**src/hw/rv_isa_pkg.sv**
```systemverilog
`default_nettype none

package rv_isa_pkg;

    // integer register width
    localparam int XLEN = 64;
    // register index width
    localparam int REG_AW = 5;
    // width of the loads-in-flight counter
    localparam int LDQ_CW = 3;

    // major opcodes
    localparam logic [6:0] OPC_LOAD  = 7'b000_0011;
    localparam logic [6:0] OPC_STORE = 7'b010_0011;

    // low two funct3 bits give log2 of the access size
    // bit 2 marks the unsigned loads
    // sb..sd reuse the signed load codes
    localparam logic [2:0] F3_LB  = 3'b000;
    localparam logic [2:0] F3_LH  = 3'b001;
    localparam logic [2:0] F3_LW  = 3'b010;
    localparam logic [2:0] F3_LD  = 3'b011;
    localparam logic [2:0] F3_LBU = 3'b100;
    localparam logic [2:0] F3_LHU = 3'b101;
    localparam logic [2:0] F3_LWU = 3'b110;

    // i-type view, used by loads
    typedef struct packed {
        logic [11:0]       imm;
        logic [REG_AW-1:0] rs1;
        logic [2:0]        funct3;
        logic [REG_AW-1:0] rd;
        logic [6:0]        opcode;
    } instr_i_t;

    // s-type view, offset split around rs2/rs1
    typedef struct packed {
        logic [6:0]        imm_hi;
        logic [REG_AW-1:0] rs2;
        logic [REG_AW-1:0] rs1;
        logic [2:0]        funct3;
        logic [4:0]        imm_lo;
        logic [6:0]        opcode;
    } instr_s_t;

    // one instruction word, two decodings
    typedef union packed {
        instr_i_t i_fmt;
        instr_s_t s_fmt;
    } instr_u;

    // decode stage output
    typedef struct packed {
        logic              is_load;
        logic              is_store;
        logic [2:0]        funct3;
        logic [REG_AW-1:0] rd;
        logic [XLEN-1:0]   addr;
        logic [XLEN-1:0]   wdata;
    } ls_req_t;

    // access stage output, raw doubleword plus where to cut it
    typedef struct packed {
        logic              valid;
        logic [2:0]        funct3;
        logic [REG_AW-1:0] rd;
        logic [2:0]        off;
        logic [XLEN-1:0]   data;
    } ls_acc_t;

endpackage

`default_nettype wire

```
**src/hw/ls_decode.sv**
```systemverilog
`timescale 1ns/10ps
`default_nettype none

module ls_decode import rv_isa_pkg::*; (
    input  wire                clk,
    input  wire                rst_n_i,
    input  wire                req_valid_i,
    input  wire instr_u        req_instr_i,
    input  wire [XLEN-1:0]     req_rs1_i,
    input  wire [XLEN-1:0]     req_rs2_i,
    input  wire                fwd_valid_i,
    input  wire [REG_AW-1:0]   fwd_rd_i,
    input  wire [XLEN-1:0]     fwd_data_i,
    input  wire                acc_ready_i,
    output logic               req_ready_o,
    output logic               dec_valid_o,
    output ls_req_t            dec_req_o
);

    logic              is_load;
    logic              is_store;
    logic [XLEN-1:0]   imm;
    logic              accept;
    logic              handoff;
    logic              hazard;
    logic              fwd_hit;
    logic              dec_valid_q;
    logic              wait_q;
    logic              ld_pend_q;
    logic [REG_AW-1:0] ld_rd_q;
    logic [LDQ_CW-1:0] ld_cnt_q;
    ls_req_t           req_q;

    // opcode picks the view
    assign is_load  = (req_instr_i.i_fmt.opcode == OPC_LOAD);
    assign is_store = (req_instr_i.s_fmt.opcode == OPC_STORE);

    // sign-extended offset from the s view for stores
    always_comb begin
        if (is_store) begin
            imm = {{(XLEN-12){req_instr_i.s_fmt.imm_hi[6]}},
                   req_instr_i.s_fmt.imm_hi, req_instr_i.s_fmt.imm_lo};
        end else begin
            imm = {{(XLEN-12){req_instr_i.i_fmt.imm[11]}}, req_instr_i.i_fmt.imm};
        end
    end

    // newest load returns when it is the only one left
    assign fwd_hit = fwd_valid_i && ld_pend_q && (fwd_rd_i == ld_rd_q) && (ld_cnt_q == 1);
    // store reads the reg the newest load writes
    assign hazard  = is_store && ld_pend_q && (req_instr_i.s_fmt.rs2 == ld_rd_q);

    // waiting store stays invisible downstream
    assign dec_valid_o = dec_valid_q && !wait_q;
    assign dec_req_o   = req_q;
    assign handoff     = dec_valid_o && acc_ready_i;
    assign req_ready_o = !dec_valid_q || handoff;
    assign accept      = req_valid_i && req_ready_o;

    // stage valid and forwarding wait
    always_ff @(posedge clk or negedge rst_n_i) begin
        if (!rst_n_i) begin
            dec_valid_q <= 1'b0;
            wait_q      <= 1'b0;
        end else if (accept && (is_load || is_store)) begin
            dec_valid_q <= 1'b1;
            // result already on the bus this cycle means no wait
            wait_q      <= hazard && !fwd_hit;
        end else begin
            if (handoff) begin
                dec_valid_q <= 1'b0;
            end
            if (fwd_hit) begin
                wait_q <= 1'b0;
            end
        end
    end

    // newest load record and count of loads in flight
    always_ff @(posedge clk or negedge rst_n_i) begin
        if (!rst_n_i) begin
            ld_pend_q <= 1'b0;
            ld_rd_q   <= '0;
            ld_cnt_q  <= '0;
        end else begin
            if (accept && is_load) begin
                // x0 never forwards
                ld_pend_q <= (req_instr_i.i_fmt.rd != '0);
                ld_rd_q   <= req_instr_i.i_fmt.rd;
            end else if (fwd_hit) begin
                ld_pend_q <= 1'b0;
            end
            case ({accept && is_load, fwd_valid_i})
                2'b10:   ld_cnt_q <= ld_cnt_q + LDQ_CW'(1);
                2'b01:   ld_cnt_q <= ld_cnt_q - LDQ_CW'(1);
                default: ld_cnt_q <= ld_cnt_q;
            endcase
        end
    end

    // request payload
    always_ff @(posedge clk) begin
        if (accept && (is_load || is_store)) begin
            req_q.is_load  <= is_load;
            req_q.is_store <= is_store;
            req_q.funct3   <= req_instr_i.i_fmt.funct3;
            req_q.rd       <= req_instr_i.i_fmt.rd;
            req_q.addr     <= req_rs1_i + imm;
            req_q.wdata    <= (hazard && fwd_hit) ? fwd_data_i : req_rs2_i;
        end else if (wait_q && fwd_hit) begin
            // swap in the loaded value for rs2
            req_q.wdata <= fwd_data_i;
        end
    end

endmodule

`default_nettype wire

```
**config.mk**
```make
export PLATFORM = sky130hd
export DESIGN_NAME = ls_decode
export DESIGN_NICKNAME = d
export VERILOG_FILES = /design/src/hw/rv_isa_pkg.sv /design/src/hw/ls_decode.sv
export SDC_FILE = /design/constraint.sdc
export NUM_CORES = 1
export LEC_CHECK = 0
export BUFFER_PORTS_ARGS = -buffer_cell sky130_fd_sc_hd__buf_2
export CAP_MARGIN = 20
export CORE_UTILIZATION = 28
export DETAILED_ROUTE_END_ITERATION = 12
export PLACE_DENSITY = 0.62
export SLEW_MARGIN = 10
export SYNTH_ARGS = -nofsm -noshare
export SYNTH_HDL_FRONTEND = slang
export SYNTH_SLANG_ARGS = --single-unit
```
**constraint.sdc**
```tcl
create_clock -name clk -period 8.1 [get_ports clk]
set_input_delay 1.62 -clock clk [delete_from_list [all_inputs] [get_ports clk]]
set_output_delay 1.62 -clock clk [all_outputs]
set_load 0.02 [all_outputs]
```
==> impl_results.md <==
- Fmax: 0.173 GHz
- Post-synthesis sequential area ratio: 47.5%
- Power per Cell Area: 176 nW/um^2
- Leakage dissipation: 5.19 nW
- Cell taking the most area after synthesis: edfxtp_1
- Slew headroom: 34.1%
- Switch share: 28.4%
- Cell count after placement: 1610
- Clock-pin transition on the worst setup and hold timing paths: 0.06 ns
- Clk network pwr share: 37.4%
- Crit path from: req_instr_i[3]
- Worst slew pin tran: 0.988 ns
- Endpoints failing setup: 0
- Synth unique cells: 58
- Wirelength per Cell: 18.2 um
- Setup_tns: 0 ns
- Arrival time at the worst endpoint: 5.96 ns
- CTS tree: yes
- Most numerous cell in the Yosys netlist: edfxtp_1
- Detailed placement HPWL: 24.5 mm
- Fin. Hold Viols: 0
- Clock sink count: 149
- Highest net fanout along the worst path: 6
- Post-Syn Area: 9290 um^2
- Die Y-Extent: 184 um
- Synth Instances: 829
- Largest family of logic cells by synthesized area: compound AO/OA/AOI/OAI gates
- Setup crit start kind: input pin
- Fin crit share: 71.5%
- Drt via density: 4.75
- I/O pin total: 374
- Cts hold-fix bufs: 0
- DRC Markers: 0
- Logic pwr share: 21.4%
- Mux contribution to synthesized area: 9.07%
- Hold Startpoint: ld_cnt_q[2]
- Overflow after GRT: 0
- Die Width: 184 um
- Rows: 66
- Mapped Nets: 1131
- Initial antenna violation count: 11
- Cts repair resizes: 0
- Top_reg_cell synth: edfxtp_1
- Crit end category: register
- Synth Area in XOR/XNOR: 6.97%
- Status: completed
- Final cell count without fillers: 1647
- Switching power: 0.610 mW
- Yosys warns: 0
- Clock Path Buffers: 2
- Core area: 32600 um^2
- Initial DRC count: 336
- Final layout net count: 1489
- Clock Skew: 0.0112 ns
- Die area: 33900 um^2
- Int Pwr: 1.54 mW
- Synth Area in Adders: 9.24%
- Crit Reg-Reg Startpoint: ld_cnt_q[1]
- Simple-Gate Fraction of Synth Area: 9.38%
- Port buffer count: 368
- Worst IR drop on VDD: 0.133 mV
- Total number of vias: 7828
- DRT antenna net count: 0
- Clk_lat worst skew: 0.43 ns
- Synth area leaders: edfxtp_1 45%, ha_1 9.0%, mux2_2 9.0%, a21oi_1 4.6%, xnor2_1 4.1%
- First-pass GRT wire length: 42.6 mm
- Number of global-route vias before repair: 7571
- Slew Limit Fails: 0
- Max cap viols: 0
- Pin count of the biggest net entering global routing: 71
- GP Congestion: 0.831
- Clk root buf: clkbuf_16
- TritonCTS buffer count: 17
- Post-synth EDFFs: 138
- Post-synth top cells: 138 x edfxtp_1, 86 x a21oi_1, 74 x mux2_2
- Initial Util: 28.5%
- Detailed Route WL: 29.9 mm
- Yosys top cell area share: 44.6%
- Synth Area per Inst: 11.2 um^2
- Tmin final: 5.79 ns
- H-tree Lvls: 4
- Worst Hold Class: reg -> reg
- Worst setup path class: in -> reg
- 1st-pass router iterations: 6
- Final core occ: 37.4%
- Post-synthesis compound-gate area fraction: 15.3%
- Flop pwr share: 41.2%
- Required time worst endpoint: 8.27 ns
- RSZ-0062 raised after global routing: no
- Total track usage: 17.0%
- Ys async rst share: 7.38%
- Yosys reg bits: 149
- Share of layout cells above drive strength 1: 40.9%
- Setup Buffers After CTS: 0
- Layout area overhead: 31.3%
[flip-flops by register name, summed over array words and instances (netlist names)]
signal and flops:
dec_req_o 138, ld_rd_q 5, ld_cnt_q 3, dec_valid_q 1
ld_pend_q 1, wait_q 1
[cells in the final DEF, fill, tap and decap left out, types with 7 or more instances in the layout]
cell type | synthesis | final
a21o_1 | 24 | 24
a21oi_1 | 86 | 86
buf_2 | 4 | 368
clkbuf_16 | 0 | 17
dfrtp_1 | 11 | 11
edfxtp_1 | 138 | 138
ha_1 | 67 | 67
inv_1 | 26 | 25
mux2_2 | 74 | 74
nand2_1 | 56 | 55
nand2b_1 | 9 | 9
nand3_1 | 14 | 14
nand4_1 | 19 | 19
nor2_1 | 34 | 34
nor2b_1 | 9 | 9
nor3_1 | 10 | 10
nor4_1 | 7 | 7
o21a_1 | 12 | 12
o21ai_0 | 39 | 39
o21bai_1 | 12 | 12
xnor2_1 | 44 | 44
xor2_1 | 30 | 30
[worst max-delay path, stage by stage]
cell and delay, ns:
buf_2 0.10, nor4_1 0.28, and3_1 0.23, nand2_1 0.19, mux2_2 0.34, ha_1 0.29, a211oi_1 0.36, nor3_1 0.11
o211ai_1 0.36, o21ai_1 0.20, a41oi_1 0.67, o211ai_1 0.29, a21bo_2 0.28, a41oi_1 0.35, o21ai_1 0.13, xor2_1 0.15
[final timing paths]
kind                            depth (start not counted)              to  slack (ns)
min in group asynchronous                               1      ld_rd_q[2]        1.07
worst max-delay path                                   16  dec_req_o[121]        2.31
max in group asynchronous                               1      ld_rd_q[4]        6.82
worst max register to register                          8   dec_req_o[31]        5.22
worst min-delay path                                    1     ld_cnt_q[2]        0.45
worst min register to register                          1     ld_cnt_q[2]        0.45
[final cells by class]
| cell class | instances | area [um^2] |
|---|---|---|
| diodes | 5 | 12.5 |
| clock buffers | 18 | 429 |
| clock inverters | 14 | 155 |
| fillers | 3308 | 20400 |
| inverters | 28 | 105 |
| multi-input cells | 619 | 4650 |
| flip-flops and latches | 149 | 4420 |
| well taps | 442 | 553 |
| repair buffers | 372 | 1870 |
[power groups by stage]
| stage | combinational (mW) | clock, mW | sequential, mW |
|---|---|---|---|
| after floorplan | 0.301 | 0 | 0.906 |
| after global placement | 0.453 | 0 | 0.902 |
| after detailed placement | 0.458 | 0 | 0.902 |
| after CTS | 0.462 | 0.824 | 0.886 |
| after global routing | 0.509 | 0.851 | 0.887 |
| final | 0.459 | 0.802 | 0.886 |
[through the flow]
step / power (mW) / instance area (um^2) / hold WS, ns / setup WS [ns]
6_report: 2.15 / 12200 / 0.454 / 2.31
5_1_grt: 2.25 / 12200 / 0.472 / 1.96
4_1_cts: 2.17 / 12200 / 0.462 / 2.35
3_5_place_dp: 1.36 / 11600 / 0.449 / 1.92
3_3_place_gp: 1.35 / 11600 / 0.449 / 2.00
2_1_floorplan: 1.21 / 9290 / 0.433 / 2.56
[cell families (layout without fill, tap and decap cells)]
kind of cell / Yosys count / count (layout)
compound gates: 224 / 224
xor+xnor: 74 / 74
fa+ha+maj: 68 / 68
buf+inv: 61 / 432
flops: 149 / 149
mux: 75 / 75
other cells: 0 / 5
simple gates: 178 / 178
[metal layers]
layer	vias to the layer above	share of wire [%]	track usage, %
met4	2	2.3	7.27
met2	259	53	31.7
met5	-	0.043	0
met1	3675	39	18.0
met3	36	5.8	4.23
li1	3856	-	-
No activity file was read; power rests on OpenSTA's default activity.
