File: src/hw/mem_bus_pkg.sv
`default_nettype none

package mem_bus_pkg;

    // wishbone data and address widths
    localparam int WB_DW = 64;
    localparam int WB_AW = 64;
    // byte lanes per data word
    localparam int WB_SW = WB_DW / 8;
    // byte offset bits inside a data word
    localparam int WB_OB = $clog2(WB_SW);

    // data memory, 2 KiB of doublewords
    localparam int DMEM_WORDS = 256;
    localparam int DMEM_AW    = $clog2(DMEM_WORDS);

    // master to slave, classic cycle
    typedef struct packed {
        logic             cyc;
        logic             stb;
        logic             we;
        logic [WB_SW-1:0] sel;
        logic [WB_AW-1:0] adr;
        logic [WB_DW-1:0] dat;
    } wb_m2s_t;

    // slave to master, no err or rty
    typedef struct packed {
        logic             ack;
        logic [WB_DW-1:0] dat;
    } wb_s2m_t;

endpackage

`default_nettype wire

File: src/hw/rv_isa_pkg.sv
`default_nettype none

package rv_isa_pkg;

    // integer register width
    localparam int XLEN = 64;
    // register index width
    localparam int REG_AW = 5;
    // width of the loads-in-flight counter
    localparam int LDQ_CW = 3;

    // major opcodes
    localparam logic [6:0] OPC_LOAD  = 7'b000_0011;
    localparam logic [6:0] OPC_STORE = 7'b010_0011;

    // low two funct3 bits give log2 of the access size
    // bit 2 marks the unsigned loads
    // sb..sd reuse the signed load codes
    localparam logic [2:0] F3_LB  = 3'b000;
    localparam logic [2:0] F3_LH  = 3'b001;
    localparam logic [2:0] F3_LW  = 3'b010;
    localparam logic [2:0] F3_LD  = 3'b011;
    localparam logic [2:0] F3_LBU = 3'b100;
    localparam logic [2:0] F3_LHU = 3'b101;
    localparam logic [2:0] F3_LWU = 3'b110;

    // i-type view, used by loads
    typedef struct packed {
        logic [11:0]       imm;
        logic [REG_AW-1:0] rs1;
        logic [2:0]        funct3;
        logic [REG_AW-1:0] rd;
        logic [6:0]        opcode;
    } instr_i_t;

    // s-type view, offset split around rs2/rs1
    typedef struct packed {
        logic [6:0]        imm_hi;
        logic [REG_AW-1:0] rs2;
        logic [REG_AW-1:0] rs1;
        logic [2:0]        funct3;
        logic [4:0]        imm_lo;
        logic [6:0]        opcode;
    } instr_s_t;

    // one instruction word, two decodings
    typedef union packed {
        instr_i_t i_fmt;
        instr_s_t s_fmt;
    } instr_u;

    // decode stage output
    typedef struct packed {
        logic              is_load;
        logic              is_store;
        logic [2:0]        funct3;
        logic [REG_AW-1:0] rd;
        logic [XLEN-1:0]   addr;
        logic [XLEN-1:0]   wdata;
    } ls_req_t;

    // access stage output, raw doubleword plus where to cut it
    typedef struct packed {
        logic              valid;
        logic [2:0]        funct3;
        logic [REG_AW-1:0] rd;
        logic [2:0]        off;
        logic [XLEN-1:0]   data;
    } ls_acc_t;

endpackage

`default_nettype wire

File: src/hw/ls_access.sv
`timescale 1ns/10ps
`default_nettype none

module ls_access import rv_isa_pkg::*, mem_bus_pkg::*; (
    input  wire                clk,
    input  wire                rst_n_i,
    input  wire                dec_valid_i,
    input  wire ls_req_t       dec_req_i,
    input  wire wb_s2m_t       wb_s_i,
    output logic               acc_ready_o,
    output wb_m2s_t            wb_m_o,
    output ls_acc_t            acc_o
);

    logic             busy_q;
    ls_req_t          req_q;
    ls_req_t          cur;
    logic             cyc;
    logic             done;
    logic [WB_SW-1:0] sel_base;
    ls_acc_t          acc_q;

    // first cycle runs straight off the decode register
    // then off the local copy until ack
    assign cur  = busy_q ? req_q : dec_req_i;
    assign cyc  = busy_q || dec_valid_i;
    assign done = cyc && wb_s_i.ack;

    // ready only with no cycle open
    assign acc_ready_o = !busy_q;

    // lane mask before the offset shift
    always_comb begin
        case (cur.funct3[1:0])
            F3_LB[1:0]: sel_base = 8'h01;
            F3_LH[1:0]: sel_base = 8'h03;
            F3_LW[1:0]: sel_base = 8'h0f;
            default:    sel_base = 8'hff;
        endcase
    end

    always_comb begin
        wb_m_o.cyc = cyc;
        wb_m_o.stb = cyc;
        wb_m_o.we  = cur.is_store;
        // misaligned shifts lanes off the top and leaves them undefined
        wb_m_o.sel = sel_base << cur.addr[WB_OB-1:0];
        // doubleword aligned address
        wb_m_o.adr = {cur.addr[WB_AW-1:WB_OB], {WB_OB{1'b0}}};
        // store data moved onto its byte lanes
        wb_m_o.dat = cur.wdata << {cur.addr[WB_OB-1:0], 3'b000};
    end

    // cycle open flag
    always_ff @(posedge clk or negedge rst_n_i) begin
        if (!rst_n_i) begin
            busy_q <= 1'b0;
        end else begin
            busy_q <= cyc && !wb_s_i.ack;
        end
    end

    // hold request while the cycle is open
    always_ff @(posedge clk) begin
        if (!busy_q && dec_valid_i) begin
            req_q <= dec_req_i;
        end
    end

    // load return valid for one cycle
    // stores end silently
    always_ff @(posedge clk or negedge rst_n_i) begin
        if (!rst_n_i) begin
            acc_q <= '0;
        end else begin
            acc_q.valid <= done && cur.is_load;
            if (done) begin
                acc_q.funct3 <= cur.funct3;
                acc_q.rd     <= cur.rd;
                acc_q.off    <= cur.addr[2:0];
                acc_q.data   <= wb_s_i.dat;
            end
        end
    end

    assign acc_o = acc_q;

endmodule

`default_nettype wire

File: config.mk
export PLATFORM = sky130hd
export DESIGN_NAME = ls_access
export DESIGN_NICKNAME = d
export VERILOG_FILES = /design/src/hw/mem_bus_pkg.sv /design/src/hw/rv_isa_pkg.sv /design/src/hw/ls_access.sv
export SDC_FILE = /design/constraint.sdc
export NUM_CORES = 1
export LEC_CHECK = 0
export BUFFER_PORTS_ARGS = -buffer_cell sky130_fd_sc_hd__buf_2
export CAP_MARGIN = 30
export CORE_ASPECT_RATIO = 0.9
export CORE_UTILIZATION = 46
export DETAILED_ROUTE_END_ITERATION = 7
export GPL_TIMING_DRIVEN = 0
export PLACE_DENSITY = 0.74
export RECOVER_POWER = 25
export SLEW_MARGIN = 20
export SYNTH_ARGS = -nofsm -noshare
export SYNTH_HDL_FRONTEND = slang
export SYNTH_SLANG_ARGS = --single-unit
File: constraint.sdc
create_clock -name clk -period 7.5 [get_ports clk]
set_clock_uncertainty 0.1 [all_clocks]
set_input_delay 1.5 -clock clk [delete_from_list [all_inputs] [get_ports clk]]
set_output_delay 1.5 -clock clk [all_outputs]
set_load 0.02 [all_outputs]
==> results of run 1 <==
worst max path at each step:
| stage | end | slack [ps] | depth (start not counted) |
|---|---|---|---|
| 2_1_floorplan | req_q[0] | 1860 | 1 |
| 3_3_place_gp | req_q[56] | -30 | 2 |
| 3_5_place_dp | wb_m_o[54] | 2470 | 7 |
| 4_1_cts | wb_m_o[54] | 2460 | 7 |
| 5_1_grt | acc_o[6] | 2020 | 2 |
| 6_report | wb_m_o[54] | 2350 | 7 |
per-layer routing:
layer,wire [um],up-vias,track usage [%]
li1,-,4284,-
met1,14730,4792,35.51
met2,20230,599,50.84
met3,4450,121,8.700
met4,1406,6,11.01
met5,41,-,0
logic make-up after synthesis:
family | after synthesis | share of synthesized area [%]
buf+inv | 134 | 8.132
compound gates | 119 | 7.187
flops | 215 | 50.98
simple gates | 143 | 5.463
other cells | 1 | 0.03149
mux | 306 | 28.21
power by group through the flow:
stage               clock, W  sequential, W  combinational, W
floorplan                  0        0.00152          0.000499
global placement           0        0.00145          0.000910
detailed placement         0        0.00145          0.000937
CTS                  0.00116        0.00143          0.000941
global route         0.00120        0.00144          0.000990
finish               0.00114        0.00143          0.000941
area by class of cell:
cell class,instances,area (sq um)
Tap cell,342,427.9
Sequential cell,215,6071
Clock inverter,8,50.05
Buffer,131,957.2
Clock buffer,36,698.2
Timing Repair Buffer,426,2167
Inverter,3,11.26
Fill cell,2153,9973
Multi-Input combinational cell,571,4885
Antenna cell,6,15.01
worst register-to-register path: stages (launching register included):
cell,delay (ps)
dfrtp_1,370
buf_6,150
buf_8,160
buf_6,160
buf_4,200
buf_2,260
nor2b_4,390
buf_16,210
buf_12,210
buf_16,180
Yosys cell counts (all sizes together):
| master | count |
|---|---|
| a211oi | 9 |
| a21oi | 20 |
| a221o | 7 |
| a22oi | 14 |
| a311oi | 1 |
| a31oi | 2 |
| a32o | 1 |
| a32oi | 14 |
| and2 | 25 |
| and3 | 1 |
| buf | 126 |
| clkbuf | 5 |
| conb | 1 |
| dfrtp | 77 |
| edfxtp | 138 |
| inv | 3 |
| mux2 | 138 |
| mux2i | 161 |
| mux4 | 7 |
| nand2 | 70 |
| nand2b | 2 |
| nand3 | 3 |
| nor2 | 33 |
| nor2b | 5 |
| nor3 | 2 |
| o2111ai | 1 |
| o211ai | 1 |
| o21ai | 27 |
| o221ai | 7 |
| o22ai | 8 |
| o32a | 1 |
| o32ai | 6 |
| or2 | 2 |
sequential cells by signal (all words and copies together) (netlist names):
name	cells
acc_o	76
busy_q	1
req_q	138
stage by stage:
stage | worst slack, ps | TNS [ps] | util, %
3_3_place_gp | -33.70 | -3777 | 57.17
5_1_grt | 2017 | 0 | 60.49
6_report | 2347 | 0 | 60.51
2_1_floorplan | 1865 | 0 | -
4_1_cts | 2463 | 0 | 60.98
3_5_place_dp | 2466 | 0 | 58.01
==> flow_metrics.py, run 1 <==
metrics = {
    "run_status": {
        "status": "complete, but fails checks",
        "violations": "capacitance limit, slew limit",
    },
    "yosys": {
        "yosysWarnings": 0,
        "synth_seq_cells": 215,
        "synth_cells": 918,
        "synthTopCellsByArea": "edfxtp_1 (35%), dfrtp_1 (16%), mux2i_1 (13%), mux2_2 (13%), buf_4 (5.6%)",
        "syn_area_sq_um": 11910,
        "yosys.area.top_type": "edfxtp_1",
        "synth.avg_cell_area_sq_um": 12.97,
        "ys_seq_area_share_pct": 50.98,
        "synth_cell_type_count": 48,
        "synth_top_cell_area_share_pct": 34.80,
    },
    "clocking": {
        "path_clk_slew_ps": 60,
        "tritoncts": "yes",
        "cts_sinks": 215,
        "htreeDepth": 1,
        "ctsResizeCount": 0,
        "clockRootBuffer": "clkbuf_16",
        "clock_latency_ps": 550,
        "hold_buffers": 0,
        "cts.path.max_buffers": 3,
        "cts_setup_buffers": 0,
        "cts_inserted_buffers": 25,
    },
    "setup_path": {
        "r2r_end": "req_q[50]",
        "cp-start-kind": "input port",
        "path_max_fanout": 10,
        "critPathKind": "input port to output pin",
        "cp_top_family": "buffers and inverters",
        "r2r-start": "busy_q",
        "cpPeakStageDelay_ps": 650,
        "crit_top_cell": "buf_2",
        "endpoint_kind": "output pin",
        "rrSetupSlack_ps": 4790,
        "critPathBufInv": 4,
        "worstPathCellList": "buf_2 -> buf_2 -> o32ai_4 -> clkbuf_1 -> nand3_1 -> o2111ai_1 -> buf_2",
        "reg2reg_depth": 9,
        "critical-path-slowest-cell": "clkbuf_1",
        "arrival_ps": 3550,
        "critical_path.startpoint": "dec_req_i[66]",
        "cp.required_ps": 5900,
    },
    "detailed_routing": {
        "drc": 0,
        "via_per_inst": 5.640,
        "wirelength_mm": 40.86,
        "first_pass_iters": 7,
        "vias": 9802,
        "ant_nets": 0,
        "wl_per_cell_um": 23.51,
        "initialDrtViolationCount": 920,
    },
    "grt": {
        "grt_max_degree": 57,
        "grt_pass1_wl_mm": 58.44,
        "antenna_found_initial": 9,
        "overflow": 0,
        "grt_pass1_vias": 9853,
        "groute.usage.overall_pct": 29.84,
    },
    "place": {
        "placed_area_sq_um": 14650,
        "port_buffers": 418,
        "place_congestion": 0.9244,
        "dp.cells": 1688,
        "dpl.hpwl_mm": 30.24,
    },
    "pwr": {
        "total_power_w": 0.003514,
        "p_leak_nw": 6.816,
        "p_per_area_nw_per_um2": 230.0,
        "ir_worst_vdd_v": 0.0001930,
        "p_comb_share_pct": 26.8,
        "p_sw_share_pct": 31.71,
        "internal-power_w": 0.002400,
        "power_switching_w": 0.001114,
        "pwr-share-seq_pct": 40.7,
        "power_frac_clock_pct": 32.6,
    },
    "worst_hold_path": {
        "hold_start": "acc_o[65]",
        "hold_path_class": "register to register",
        "holdPathStages": 2,
        "min_to": "acc_o[65]",
    },
    "floorplan": {
        "core_sq_um": 25260,
        "die_x_um": 171.6,
        "die_area_sq_um": 26540,
        "die_y_um": 154.6,
        "rows": 55,
        "start_util_pct": 47.15,
        "io-pin-count": 422,
    },
    "timing": {
        "hold_viol_final": 0,
        "hold_ws_ps": 389.0,
        "drv_slew": 57,
        "fin_crit_ps": 5153,
        "max_freq_ghz": 0.1941,
        "worst_slew_pin_slew_ps": 2956,
        "rsz0062_at_grt": "no",
        "finalSetupViolCount": 0,
        "slew_headroom_pct": -97.10,
        "fin_crit_sh_pct": 68.71,
    },
    "final_layout": {
        "drive_above_1_share_pct": 47.19,
        "stdcell_count": 1738,
        "final_cell_mix": "buf_2 (357), mux2i_1 (157), edfxtp_1 (138), mux2_2 (135), clkbuf_1 (100)",
        "layout_commonest_cell": "buf_2",
        "final_nets": 1579,
        "fin_area_sq_um": 15280,
        "area.growth.synth_to_final_pct": 28.33,
    },
    "job": {
        "drv_cap": 1,
    },
}
Power figures use the tool's default switching activity.
==> run 2, diff against run 1 <==
- CORE_AREA: not set -> 2 2 166 168
- CORE_ASPECT_RATIO: 0.9 -> not set
- CORE_UTILIZATION: 46 -> not set
- DIE_AREA: not set -> 0 0 168 170
- PLACE_DENSITY: 0.74 -> 0.69
- clock period: 7.5 -> 5.1 ns (I/O delays scaled with it)
==> flow_metrics.py, run 2 (same netlist as run 1, synthesis figures left out) <==
metrics = {
    "run_status": {
        "status": "complete, but fails checks",
        "violations": "capacitance limit, slew limit",
    },
    "clocking": {
        "cts_inserted_buffers": 26,
        "tritoncts": "yes",
        "cts_setup_buffers": 0,
        "hold_buffers": 0,
        "cts.path.max_buffers": 3,
        "ctsResizeCount": 0,
        "cts_sinks": 215,
        "htreeDepth": 1,
        "clockRootBuffer": "clkbuf_16",
        "clock_latency_ps": 550,
        "path_clk_slew_ps": 60,
    },
    "setup_path": {
        "arrival_ps": 3070,
        "cpPeakStageDelay_ps": 630,
        "crit_top_cell": "buf_2",
        "worstPathCellList": "buf_2 -> buf_2 -> o32ai_4 -> clkbuf_1 -> nand3_1 -> o2111ai_1 -> buf_2",
        "cp.required_ps": 3980,
        "endpoint_kind": "output pin",
        "reg2reg_depth": 8,
        "r2r-start": "busy_q",
        "rrSetupSlack_ps": 2250,
        "r2r_end": "req_q[55]",
        "critical-path-slowest-cell": "clkbuf_1",
        "path_max_fanout": 10,
        "cp-start-kind": "input port",
        "critPathKind": "input port to output pin",
    },
    "detailed_routing": {
        "first_pass_iters": 5,
        "via_per_inst": 5.610,
        "wl_per_cell_um": 23.58,
        "ant_nets": 0,
        "initialDrtViolationCount": 767,
        "vias": 9755,
        "wirelength_mm": 41.01,
        "drc": 0,
    },
    "floorplan": {
        "die_y_um": 170,
        "core_sq_um": 26650,
        "die_area_sq_um": 28560,
        "rows": 60,
        "die_x_um": 168,
        "io-pin-count": 422,
        "start_util_pct": 44.69,
    },
    "timing": {
        "hold_viol_final": 0,
        "max_freq_ghz": 0.2384,
        "worst_slew_pin_slew_ps": 1663,
        "fin_crit_ps": 4194,
        "fin_crit_sh_pct": 82.24,
        "slew_headroom_pct": -10.89,
        "fin_ws_ps": 905.6,
        "finalSetupViolCount": 0,
        "drv_slew": 28,
        "finalSetupTns_ps": 0,
        "rsz0062_at_grt": "no",
    },
    "pwr": {
        "ir_worst_vdd_v": 0.0003331,
        "pwr-share-seq_pct": 39.4,
        "p_leak_nw": 6.866,
        "p_sw_share_pct": 31.27,
        "power_switching_w": 0.001667,
        "internal-power_w": 0.003663,
        "p_per_area_nw_per_um2": 347.4,
        "p_comb_share_pct": 25.9,
        "power_frac_clock_pct": 34.7,
    },
    "worst_hold_path": {
        "hold_path_class": "register to register",
        "holdPathStages": 2,
        "hold_start": "acc_o[68]",
        "min_to": "acc_o[68]",
    },
    "grt": {
        "antenna_found_initial": 8,
        "overflow": 0,
        "grt_pass1_vias": 9905,
        "grt_pass1_wl_mm": 58.44,
        "grt_max_degree": 51,
        "groute.usage.overall_pct": 27.38,
    },
    "final_layout": {
        "largest-register": "req_q",
        "largest_reg_flops": 138,
        "final_cell_mix": "buf_2 (366), mux2i_1 (157), edfxtp_1 (138), mux2_2 (135), clkbuf_1 (90)",
        "area.growth.synth_to_final_pct": 28.84,
        "fin_area_sq_um": 15340,
        "n_fill_cell": 2310,
        "layout_commonest_cell": "buf_2",
        "final_nets": 1578,
        "drive_above_1_share_pct": 48.09,
    },
    "place": {
        "place_ws_ps": 1066,
        "place_congestion": 0.8794,
        "placed_area_sq_um": 14580,
        "dpl.hpwl_mm": 30.30,
        "port_buffers": 418,
    },
    "job": {
        "drv_cap": 1,
    },
}
## run 2: changes by cell type in the layout (fill, tap and decap cells not counted), sizes merged
cell / change
buf: +8
bufinv: +2
clkbuf: -8
inv: -1
diode: +1
## run 2: worst max-delay path by stage
stage                 end  cells after the start           from
6_report       wb_m_o[54]                      7  dec_req_i[66]
5_1_grt        wb_m_o[54]                      7  dec_req_i[66]
4_1_cts        wb_m_o[48]                      9  dec_req_i[64]
3_5_place_dp   wb_m_o[48]                      9  dec_req_i[64]
3_3_place_gp    req_q[26]                      6         busy_q
2_1_floorplan    req_q[0]                      6         busy_q
## run 2: routing by layer
layer  vias up  global-route usage (%)  wire length (um)
li1       4284                       -                 -
met1      4772                   31.78             14750
met2       566                   46.50             20040
met3       129                   8.767              4515
met4         4                   12.40              1675
met5         -                       0                26
## run 2: per-stage QoR
step / instances / utilization [%] / hold WS (ps) / total power, W
floorplan: 920 / - / 365.0 / 0.002970
global placement: 1679 / 54.19 / 360.4 / 0.003474
detailed placement: 1685 / 54.71 / 374.7 / 0.003503
CTS: 1732 / 57.87 / 284.1 / 0.005342
global route: 1736 / 57.54 / 414.6 / 0.005506
finish: 1739 / 57.57 / 383.0 / 0.005330
## run 2: power by group through the flow
stage	Combinational [W]	Clock, W	Sequential, W
floorplan	0.000734	0	0.00224
global placement	0.00135	0	0.00213
detailed placement	0.00137	0	0.00213
CTS	0.00138	0.00186	0.00210
global route	0.00145	0.00194	0.00211
finish	0.00138	0.00185	0.00210
## run 2: critical path: cells and delay by family
kind	cells	cell delay, ps
compound gates	2	680
buf+inv	4	1190
simple gates	1	180
## run 2: final cells by class
class                           count  area [sq um]  share of cell area (%)
Antenna cell                        7         17.52                  0.1142
Buffer                            131         957.2                   6.238
Clock buffer                       38         725.7                   4.730
Clock inverter                      9         117.6                  0.7665
Inverter                            3         11.26                 0.07339
Multi-Input combinational cell    571          4885                   31.84
Sequential cell                   215          6071                   39.57
Tap cell                          341         426.7                   2.781
Timing Repair Buffer              424          2132                   13.90
==> run 3, diff against run 2 <==
- clock period: 5.1 -> 4.3 ns (I/O delays scaled with it)
==> flow_metrics.py, run 3 (same netlist as run 1, synthesis figures left out) <==
metrics = {
    "run_status": {
        "status": "complete, but fails checks",
        "violations": "capacitance limit, slew limit",
    },
    "detailed_routing": {
        "via_per_inst": 5.571,
        "initialDrtViolationCount": 747,
        "wirelength_mm": 40.92,
        "vias": 9688,
        "first_pass_iters": 5,
        "wl_per_cell_um": 23.53,
        "drc": 0,
        "ant_nets": 0,
    },
    "setup_path": {
        "arrival_ps": 2990,
        "path_max_fanout": 10,
        "r2r_end": "req_q[55]",
        "cp.required_ps": 3340,
        "critical_path.startpoint": "busy_q",
        "rrSetupSlack_ps": 1450,
        "critPathKind": "register to output pin",
        "endpoint_kind": "output pin",
        "cp-start-kind": "register",
        "r2r-start": "busy_q",
        "worstSetupEndpoint": "wb_m_o[54]",
        "reg2reg_depth": 8,
    },
    "grt": {
        "overflow": 0,
        "groute.usage.overall_pct": 27.38,
        "grt_pass1_wl_mm": 58.44,
        "grt_pass1_vias": 9907,
        "grt_max_degree": 51,
        "antenna_found_initial": 8,
    },
    "place": {
        "dp.cells": 1685,
        "place_congestion": 0.8794,
        "placed_area_sq_um": 14580,
        "port_buffers": 418,
        "dpl.hpwl_mm": 30.30,
    },
    "floorplan": {
        "io-pin-count": 422,
        "rows": 60,
        "die_area_sq_um": 28560,
        "die_x_um": 168,
        "die_y_um": 170,
        "start_util_pct": 44.69,
        "core_sq_um": 26650,
    },
    "clocking": {
        "clockRootBuffer": "clkbuf_16",
        "cts_inserted_buffers": 26,
        "cts.path.max_buffers": 3,
        "hold_buffers": 0,
        "ctsResizeCount": 0,
        "cts_sinks": 215,
        "path_clk_slew_ps": 60,
        "tritoncts": "yes",
        "htreeDepth": 1,
        "cts_setup_buffers": 0,
        "clock_latency_ps": 550,
    },
    "final_layout": {
        "layout_commonest_cell": "buf_2",
        "finalCoreUtilization_pct": 57.57,
        "stdcell_count": 1739,
        "fin_area_sq_um": 15340,
        "largest-register": "req_q",
        "drive_above_1_share_pct": 48.09,
        "area.growth.synth_to_final_pct": 28.84,
        "final_cell_mix": "buf_2 (366), mux2i_1 (157), edfxtp_1 (138), mux2_2 (135), clkbuf_1 (90)",
        "largest_reg_flops": 138,
        "final_nets": 1578,
        "n_fill_cell": 2310,
    },
    "timing": {
        "fin_crit_sh_pct": 91.77,
        "finalSetupViolCount": 0,
        "hold_viol_final": 0,
        "finalSetupTns_ps": 0,
        "worst_slew_pin_slew_ps": 1663,
        "fin_crit_ps": 3946,
        "rsz0062_at_grt": "no",
        "max_freq_ghz": 0.2534,
        "slew_headroom_pct": -10.89,
        "drv_slew": 28,
    },
    "pwr": {
        "power_switching_w": 0.001970,
        "p_per_area_nw_per_um2": 411.5,
        "p_sw_share_pct": 31.19,
        "internal-power_w": 0.004344,
        "p_comb_share_pct": 25.9,
        "p_leak_nw": 6.866,
        "pwr-share-seq_pct": 39.4,
        "ir_worst_vdd_v": 0.0003949,
        "power_frac_clock_pct": 34.6,
        "total_power_w": 0.006314,
    },
    "job": {
        "drv_cap": 1,
    },
    "worst_hold_path": {
        "hold_path_class": "input port to register",
    },
}
## run 3: worst min path at each step
stage,startpoint,to,depth (start not counted)
after floorplan,req_q[137],acc_o[75],2
after global placement,acc_o[67],acc_o[67],2
after detailed placement,acc_o[72],acc_o[72],2
after CTS,rst_n_i,acc_o[51],1
after global routing,wb_s_i[64],busy_q,2
final,wb_s_i[64],busy_q,2
## run 3: final cells by class
cell class	count	area, sq um	share of cell area, %
Antenna cell	7	17.52	0.1142
Clock inverter	9	117.6	0.7665
Inverter	3	11.26	0.07339
Buffer	131	957.2	6.238
Multi-Input combinational cell	571	4885	31.84
Sequential cell	215	6071	39.57
Clock buffer	38	725.7	4.730
Timing Repair Buffer	424	2132	13.90
Tap cell	341	426.7	2.781
## run 3: layer usage
metal | track usage, % | wire length (um)
met4 | 12.51 | 1723
met1 | 31.73 | 14880
met2 | 46.44 | 19920
met3 | 8.837 | 4368
met5 | 0 | 26
## run 3: power by group through the flow
stage / logic, W / clock network (W) / registers, W
global route: 0.00172 / 0.00230 / 0.00251
finish: 0.00164 / 0.00219 / 0.00249
global placement: 0.00160 / 0 / 0.00252
floorplan: 0.000871 / 0 / 0.00265
CTS: 0.00164 / 0.00221 / 0.00249
detailed placement: 0.00163 / 0 / 0.00252
## run 3: per-stage QoR
step	hold slack, ps	setup slack (ps)
after global routing	367.3	242.8
after global placement	360.4	-639.4
final	377.6	353.8
after CTS	124.1	476.6
after floorplan	365.0	610.8
after detailed placement	374.7	585.7
## run 3: critical path: stages (launching register included)
cell	delay, ps
dfrtp_1	370
buf_6	150
buf_8	160
o32ai_4	450
clkbuf_1	620
nand3_1	170
o2111ai_1	260
buf_2	250
